--- src/source/ram_ctrl_params.svh ---
/*
 * RAM controller sizing constants
 * Data width, address widths and latencies shared by the whole subsystem
 */
`ifndef RAM_CTRL_PARAMS_SVH
`define RAM_CTRL_PARAMS_SVH

// Data word
`define RC_DATA_W     32

// SDRAM word address and the part of it that is installed
`define RC_SDRAM_AW   22
`define RC_STORE_AW   17

// Cycles the SDRAM model stays busy per command
`define RC_SDRAM_LAT  3

// Video RAM, 32768 words
`define RC_VRAM_AW    15
`define RC_VCPU_DLY   4

`endif

--- src/source/ram_ctrl_pkg.sv ---
/*
 * RAM controller types
 * Vector typedefs for data and addresses, and the SDRAM sequencer states
 */
`default_nettype none

`include "ram_ctrl_params.svh"

package ram_ctrl_pkg;

   // Data and address vectors
   typedef logic [`RC_DATA_W-1:0]   word_t;
   typedef logic [`RC_SDRAM_AW-1:0] sdram_addr_t;
   typedef logic [`RC_STORE_AW-1:0] store_addr_t;
   typedef logic [`RC_VRAM_AW-1:0]  vram_addr_t;

   // One-hot SDRAM sequencer states
   typedef enum logic [6:0]
   {
      SD_IDLE     = 7'b000_0001,
      SD_READ     = 7'b000_0010,
      SD_READBSY  = 7'b000_0100,
      SD_READW    = 7'b000_1000,
      SD_WRITE    = 7'b001_0000,
      SD_WRITEBSY = 7'b010_0000,
      SD_WRITEW   = 7'b100_0000
   } sd_state_e;

endpackage

`default_nettype wire

--- src/source/ram_ctrl_ifs.sv ---
/*
 * SDRAM path interfaces
 * host_req_if joins the host port and the sequencer,
 * sdram_bus_if joins the sequencer and the backing store
 */
`timescale 1ns/1ns
`default_nettype none

interface host_req_if;

   // Request side
   ram_ctrl_pkg::sdram_addr_t addr;
   ram_ctrl_pkg::word_t       wdata;
   logic                      req;
   logic                      write;

   // Completion side
   ram_ctrl_pkg::word_t       rdata;
   logic                      rd_complete;
   logic                      wr_complete;

   modport host (output addr, wdata, req, write,
                 input  rdata, rd_complete, wr_complete);

   modport seq  (input  addr, wdata, req, write,
                 output rdata, rd_complete, wr_complete);

endinterface

interface sdram_bus_if;

   // Command from the sequencer
   logic                      cmd_en;
   logic                      cmd_write;
   ram_ctrl_pkg::store_addr_t addr;
   ram_ctrl_pkg::word_t       wdata;

   // Status and data from the store
   logic                      cmd_rdy;
   ram_ctrl_pkg::word_t       rdata;
   logic                      rd_done;
   logic                      wr_done;

   modport master (output cmd_en, cmd_write, addr, wdata,
                   input  cmd_rdy, rdata, rd_done, wr_done);

   modport store  (input  cmd_en, cmd_write, addr, wdata,
                   output cmd_rdy, rdata, rd_done, wr_done);

endinterface

`default_nettype wire

--- src/source/sdram_sequencer.sv ---
/*
 * SDRAM sequencer
 * Seven-state one-hot FSM issuing one store command per transaction,
 * with the installed range check and the read data register
 */
`timescale 1ns/1ns
`default_nettype none

`include "ram_ctrl_params.svh"

module sdram_sequencer
(
   input  wire logic   clk,
   input  wire logic   reset,

   host_req_if.seq     host,
   sdram_bus_if.master bus
);

   ram_ctrl_pkg::sd_state_e state;
   ram_ctrl_pkg::sd_state_e state_next;
   ram_ctrl_pkg::word_t     rdata_q;
   logic                    in_range;
   logic                    issue;
   logic                    wr_ack;

   // Only the low address bits are backed by memory
   assign in_range = (host.addr[`RC_SDRAM_AW-1:`RC_STORE_AW] == '0);

   //////////////////////////////
   // State register

   always_ff @(posedge clk)
   begin
      if (reset)
         state <= ram_ctrl_pkg::SD_IDLE;
      else
         state <= state_next;
   end

   // Out of range writes go out as a dummy read, so wait on rd_done
   assign wr_ack = in_range ? bus.wr_done : bus.rd_done;

   always_comb
   begin
      state_next = state;
      unique case (state)
         ram_ctrl_pkg::SD_IDLE:
         begin
            // Read wins when both are raised
            if (host.req)
               state_next = ram_ctrl_pkg::SD_READ;
            else if (host.write)
               state_next = ram_ctrl_pkg::SD_WRITE;
         end
         ram_ctrl_pkg::SD_READ:
            if (bus.cmd_rdy)
               state_next = ram_ctrl_pkg::SD_READBSY;
         ram_ctrl_pkg::SD_READBSY:
            if (bus.rd_done)
               state_next = ram_ctrl_pkg::SD_READW;
         ram_ctrl_pkg::SD_READW:
            if (!host.req)
               state_next = ram_ctrl_pkg::SD_IDLE;
         ram_ctrl_pkg::SD_WRITE:
            if (bus.cmd_rdy)
               state_next = ram_ctrl_pkg::SD_WRITEBSY;
         ram_ctrl_pkg::SD_WRITEBSY:
            if (wr_ack)
               state_next = ram_ctrl_pkg::SD_WRITEW;
         ram_ctrl_pkg::SD_WRITEW:
            if (!host.write)
               state_next = ram_ctrl_pkg::SD_IDLE;
         default:
            state_next = ram_ctrl_pkg::SD_IDLE;
      endcase
   end

   //////////////////////////////
   // Store command

   // Held off while the store is busy
   assign issue = (state == ram_ctrl_pkg::SD_READ || state == ram_ctrl_pkg::SD_WRITE)
                  && bus.cmd_rdy;

   assign bus.cmd_en    = issue;
   assign bus.cmd_write = (state == ram_ctrl_pkg::SD_WRITE) && in_range;
   assign bus.addr      = host.addr[`RC_STORE_AW-1:0];
   assign bus.wdata     = host.wdata;

   //////////////////////////////
   // Read data and completion

   always_ff @(posedge clk)
   begin
      if (reset)
         rdata_q <= '0;
      else if (state == ram_ctrl_pkg::SD_READBSY && bus.rd_done)
         rdata_q <= in_range ? bus.rdata : '1;
   end

   assign host.rdata       = rdata_q;
   assign host.rd_complete = (state == ram_ctrl_pkg::SD_READW);
   assign host.wr_complete = (state == ram_ctrl_pkg::SD_WRITEW);

endmodule

`default_nettype wire

--- src/flat_wrapper.sv ---
// flat-port wrapper written by rule: the top's interface ports become plain ports
module sdram_sequencer_flat 
  (clk, reset, host_addr, host_wdata, host_req, host_write, host_rdata, host_rd_complete, host_wr_complete, bus_cmd_en, bus_cmd_write, bus_addr, bus_wdata, bus_cmd_rdy, bus_rdata, bus_rd_done, bus_wr_done);
  host_req_if host_i ();
  sdram_bus_if bus_i ();
  input  wire logic clk;
  input  wire logic reset;
  input wire logic [$bits(host_i.addr)-1:0] host_addr;
  input wire logic [$bits(host_i.wdata)-1:0] host_wdata;
  input wire logic [$bits(host_i.req)-1:0] host_req;
  input wire logic [$bits(host_i.write)-1:0] host_write;
  output wire logic [$bits(host_i.rdata)-1:0] host_rdata;
  output wire logic [$bits(host_i.rd_complete)-1:0] host_rd_complete;
  output wire logic [$bits(host_i.wr_complete)-1:0] host_wr_complete;
  output wire logic [$bits(bus_i.cmd_en)-1:0] bus_cmd_en;
  output wire logic [$bits(bus_i.cmd_write)-1:0] bus_cmd_write;
  output wire logic [$bits(bus_i.addr)-1:0] bus_addr;
  output wire logic [$bits(bus_i.wdata)-1:0] bus_wdata;
  input wire logic [$bits(bus_i.cmd_rdy)-1:0] bus_cmd_rdy;
  input wire logic [$bits(bus_i.rdata)-1:0] bus_rdata;
  input wire logic [$bits(bus_i.rd_done)-1:0] bus_rd_done;
  input wire logic [$bits(bus_i.wr_done)-1:0] bus_wr_done;
  assign host_i.addr = host_addr;
  assign host_i.wdata = host_wdata;
  assign host_i.req = host_req;
  assign host_i.write = host_write;
  assign host_rdata = host_i.rdata;
  assign host_rd_complete = host_i.rd_complete;
  assign host_wr_complete = host_i.wr_complete;
  assign bus_cmd_en = bus_i.cmd_en;
  assign bus_cmd_write = bus_i.cmd_write;
  assign bus_addr = bus_i.addr;
  assign bus_wdata = bus_i.wdata;
  assign bus_i.cmd_rdy = bus_cmd_rdy;
  assign bus_i.rdata = bus_rdata;
  assign bus_i.rd_done = bus_rd_done;
  assign bus_i.wr_done = bus_wr_done;
  sdram_sequencer u_core (.clk(clk), .reset(reset), .host(host_i), .bus(bus_i));
endmodule
--- config.mk ---
export PLATFORM = sky130hd
export DESIGN_NAME = sdram_sequencer_flat
export DESIGN_NICKNAME = d
export VERILOG_FILES = /design/src/source/ram_ctrl_pkg.sv /design/src/source/ram_ctrl_ifs.sv /design/src/source/sdram_sequencer.sv /design/src/flat_wrapper.sv
export VERILOG_INCLUDE_DIRS = /design/src /design/src/source
export SDC_FILE = /design/constraint.sdc
export NUM_CORES = 1
export LEC_CHECK = 0
export ABC_AREA = 1
export BUFFER_PORTS_ARGS = -buffer_cell sky130_fd_sc_hd__buf_2
export CORE_UTILIZATION = 36
export CTS_CLUSTER_DIAMETER = 60
export CTS_CLUSTER_SIZE = 12
export DETAILED_ROUTE_END_ITERATION = 10
export PLACE_DENSITY = 0.85
export SYNTH_ARGS = -nofsm -noshare
export SYNTH_HDL_FRONTEND = slang
export SYNTH_SLANG_ARGS = --single-unit
--- constraint.sdc ---
create_clock -name clk -period 1.19 [get_ports clk]
set_input_delay 0.238 -clock clk [delete_from_list [all_inputs] [get_ports clk]]
set_output_delay 0.238 -clock clk [all_outputs]
set_load 0.1 [all_outputs]
==> results.cfg <==
[run_status]
status = finished with violations
violations = setup timing

[job]
drv_cap = 0

[timing]
finalWorstSetupSlack_ps = -488
period_needed_ps = 1680
timing.fmax_mhz = 596
finalCritPeriodShare = 1.41
finalMaxSlewViolations = 0
rsz0062_at_grt = yes
tightest_slew_ps = 602
finalHoldViolations = 0
skew_ps = 8.58
setup_viol = 43
finalSetupTns_ps = -14810
relSlewSlack = 0.598

[clock_network]
root_buffer = clkbuf_8
numCtsBuffers = 5
htree_levels = 2
cts.path.max_buffers = 2
cts_tree = built
clk_pin_slew_worst_paths_ps = 80
holdBufCountCts = 0
cts.sinks = 39
clk_latency_ps = 290

[synth]
yosysWarnings = 0
postSynthAreaPerCell_sq_um = 7.49
synthesis.nets = 389
yosysTopAreaCell = dfxtp_1
async_flop_share = 0
synth_area_sq_mm = 0.00222
synth_common_cells = buf_4, nand2_1, dfxtp_1
synthTopCellsByArea = dfxtp_1, buf_4, o211ai_1, nand2_1, a21oi_1
synthCells = 296
synthDistinctLibCells = 20
synth_edf_count = 0
yosysSeqAreaShare = 0.352
synthFlopType = dfxtp_1
synth_top_area_frac = 0.352
ys_ff_latch = 39

[global_routing]
overflow = 0
antenna_found_initial = 0
grtUsageTotal = 0.238
grt_pass1_wl_um = 11500
grt_max_degree = 23
grt_pass1_vias = 2284

[worst_setup_path]
cp_max_fo = 3
cpMaxStageDelayCell = dfxtp_2
cp_common_cell = nand2_4
r2r_setup_slack_ps = -380
reg2reg_depth = 9
max_stage_delay_ps = 340
reg2reg_from = u_core.state[6]$_SDFFE_PP0P_
crit_path_start_kind = register
cp_cell_sequence = inv_2 -> nand2_4 -> nor2_4 -> nand2_4 -> a21oi_4 -> buf_12
crit_required_ps = 950
critPathKind = register to output port
timing.rr.end = u_core.host.rdata[14]$_SDFFE_PP0P_
critical_path_arrival_ps = 1440
cp-end-kind = output port

[floorplan]
start_util = 0.374
die_area_sq_mm = 0.00647
ioPinCount = 178
die_w_um = 80.5
num_rows = 28
coreArea_sq_mm = 0.00592
die_height_um = 80.5

[layout]
multiInputGateArea_sq_mm = 0.00150
stdcell_count = 453
nets = 470
seq_area_sq_um = 842
synthToLayoutAreaGrowth_pct = 82.6
layout-drive-gt1-share = 0.796
fillers = 422
n_antenna_cell = 0

[placement]
port_buffers = 79
hpwl_um = 4790
place_ws_ps = -230
dp.cells = 412
place.gp.congestion = 0.877

[pwr]
vdd.ir_drop.worst_v = 0.00117
power_density_mw_per_mm2 = 1530
leakage_nw = 1.56

[route]
wl_per_cell_um = 18.6
drt-total-wl_um = 8410
vias_per_cell = 5.39
ant_nets = 0
drc = 0
drt-pass1-iter-count = 4
drt_iter0_drc = 107
vias = 2440

[min_path]
hold_class = input port to register
min_delay_path_depth = 3
min_to = u_core.host.rdata[20]$_SDFFE_PP0P_
hp-start = bus_rdata[20]
## cells by family after synthesis
| kind of cell | after synthesis | synth area share |
|---|---|---|
| flops | 39 | 0.352 |
| compound gates | 70 | 0.195 |
| buf+inv | 81 | 0.230 |
| simple gates | 106 | 0.222 |
## layout make-up
| class | instances | area share |
|---|---|---|
| repair buffers | 136 | 0.359 |
| clock buffers | 6 | 0.0179 |
| well taps | 75 | 0.0232 |
| clock inverters | 2 | 0.00309 |
| multi-input cells | 180 | 0.372 |
| flip-flops and latches | 39 | 0.208 |
| inverters | 15 | 0.0164 |
## registers in the layout, summed over array words and instances (netlist names)
signal,count
u_core.host.rdata,32
u_core.state,7
## stage by stage
step / power, mW / hold slack (ps) / utilization / cell area [sq um]
final: 6.20 / 270 / 0.683 / 4050
after floorplan: 3.87 / 454 / - / 2390
after global routing: 6.44 / 276 / 0.683 / 4050
after global placement: 3.80 / 467 / 0.533 / 3160
after detailed placement: 3.87 / 475 / 0.533 / 3160
after CTS: 5.35 / 263 / 0.611 / 3610
## layout by cell type, fill, tap and decap left out, types with 3 or more instances in the layout
master and count:
nand3_2 5, buf_12 38, a21oi_2 24, inv_2 3, nand2_2 32, buf_4 43, nand2_4 14, dfxtp_2 34
inv_1 8, buf_6 10, a21oi_1 10, buf_2 43, o211ai_1 32, nor2_4 12, inv_4 4, nand3_4 7
clkbuf_8 5, nand2_1 11, nor2_2 8, nor2_1 7, dfxtp_4 5, nand2_8 5
## worst max path at each step
stage	startpoint	end	slack, ps	cells after the start
CTS	u_core.state[2]$_SDFFE_PP0P_	host_rd_complete	-400	5
floorplan	u_core.state[4]$_SDFFE_PP0P_	host_rd_complete	-380	3
finish	u_core.state[3]$_SDFFE_PP0P_	bus_cmd_en	-490	6
global route	u_core.state[3]$_SDFFE_PP0P_	bus_cmd_en	-510	6
global placement	host_addr[19]	u_core.state[4]$_SDFFE_PP0P_	-170	9
detailed placement	host_addr[19]	u_core.state[2]$_SDFFE_PP0P_	-230	9
## worst max-delay path, delay by kind of cell (launching register included)
family                 cells  cell delay, ps
AOI/OAI and AO/OA          1             170
buffers and inverters      2             290
DFF                        1             340
and+or+nand+nor            3             330
## layer usage
metal	vias to the layer above	GRT usage	wire length (um)
met5	-	0	0
met4	0	0.138	391
met3	38	0.0750	717
met2	121	0.414	4410
met1	1170	0.251	2890
li1	1111	-	-
## report_power, final
part | leakage (nW) | switching [mW] | internal, mW
Combinational | 1.18 | 1.98 | 1.62
Clock | 0.0412 | 0.483 | 0.410
Sequential | 0.336 | 0.217 | 1.49
## repair_timing
action,CTS,global route
endpoints found under the hold margin,0,0
setup buffers,20,11
cloned,4,1
pin swaps,21,35
gates resized for setup,38,96
setup endpoints to repair,43,43
Power figures use the tool's default switching activity.
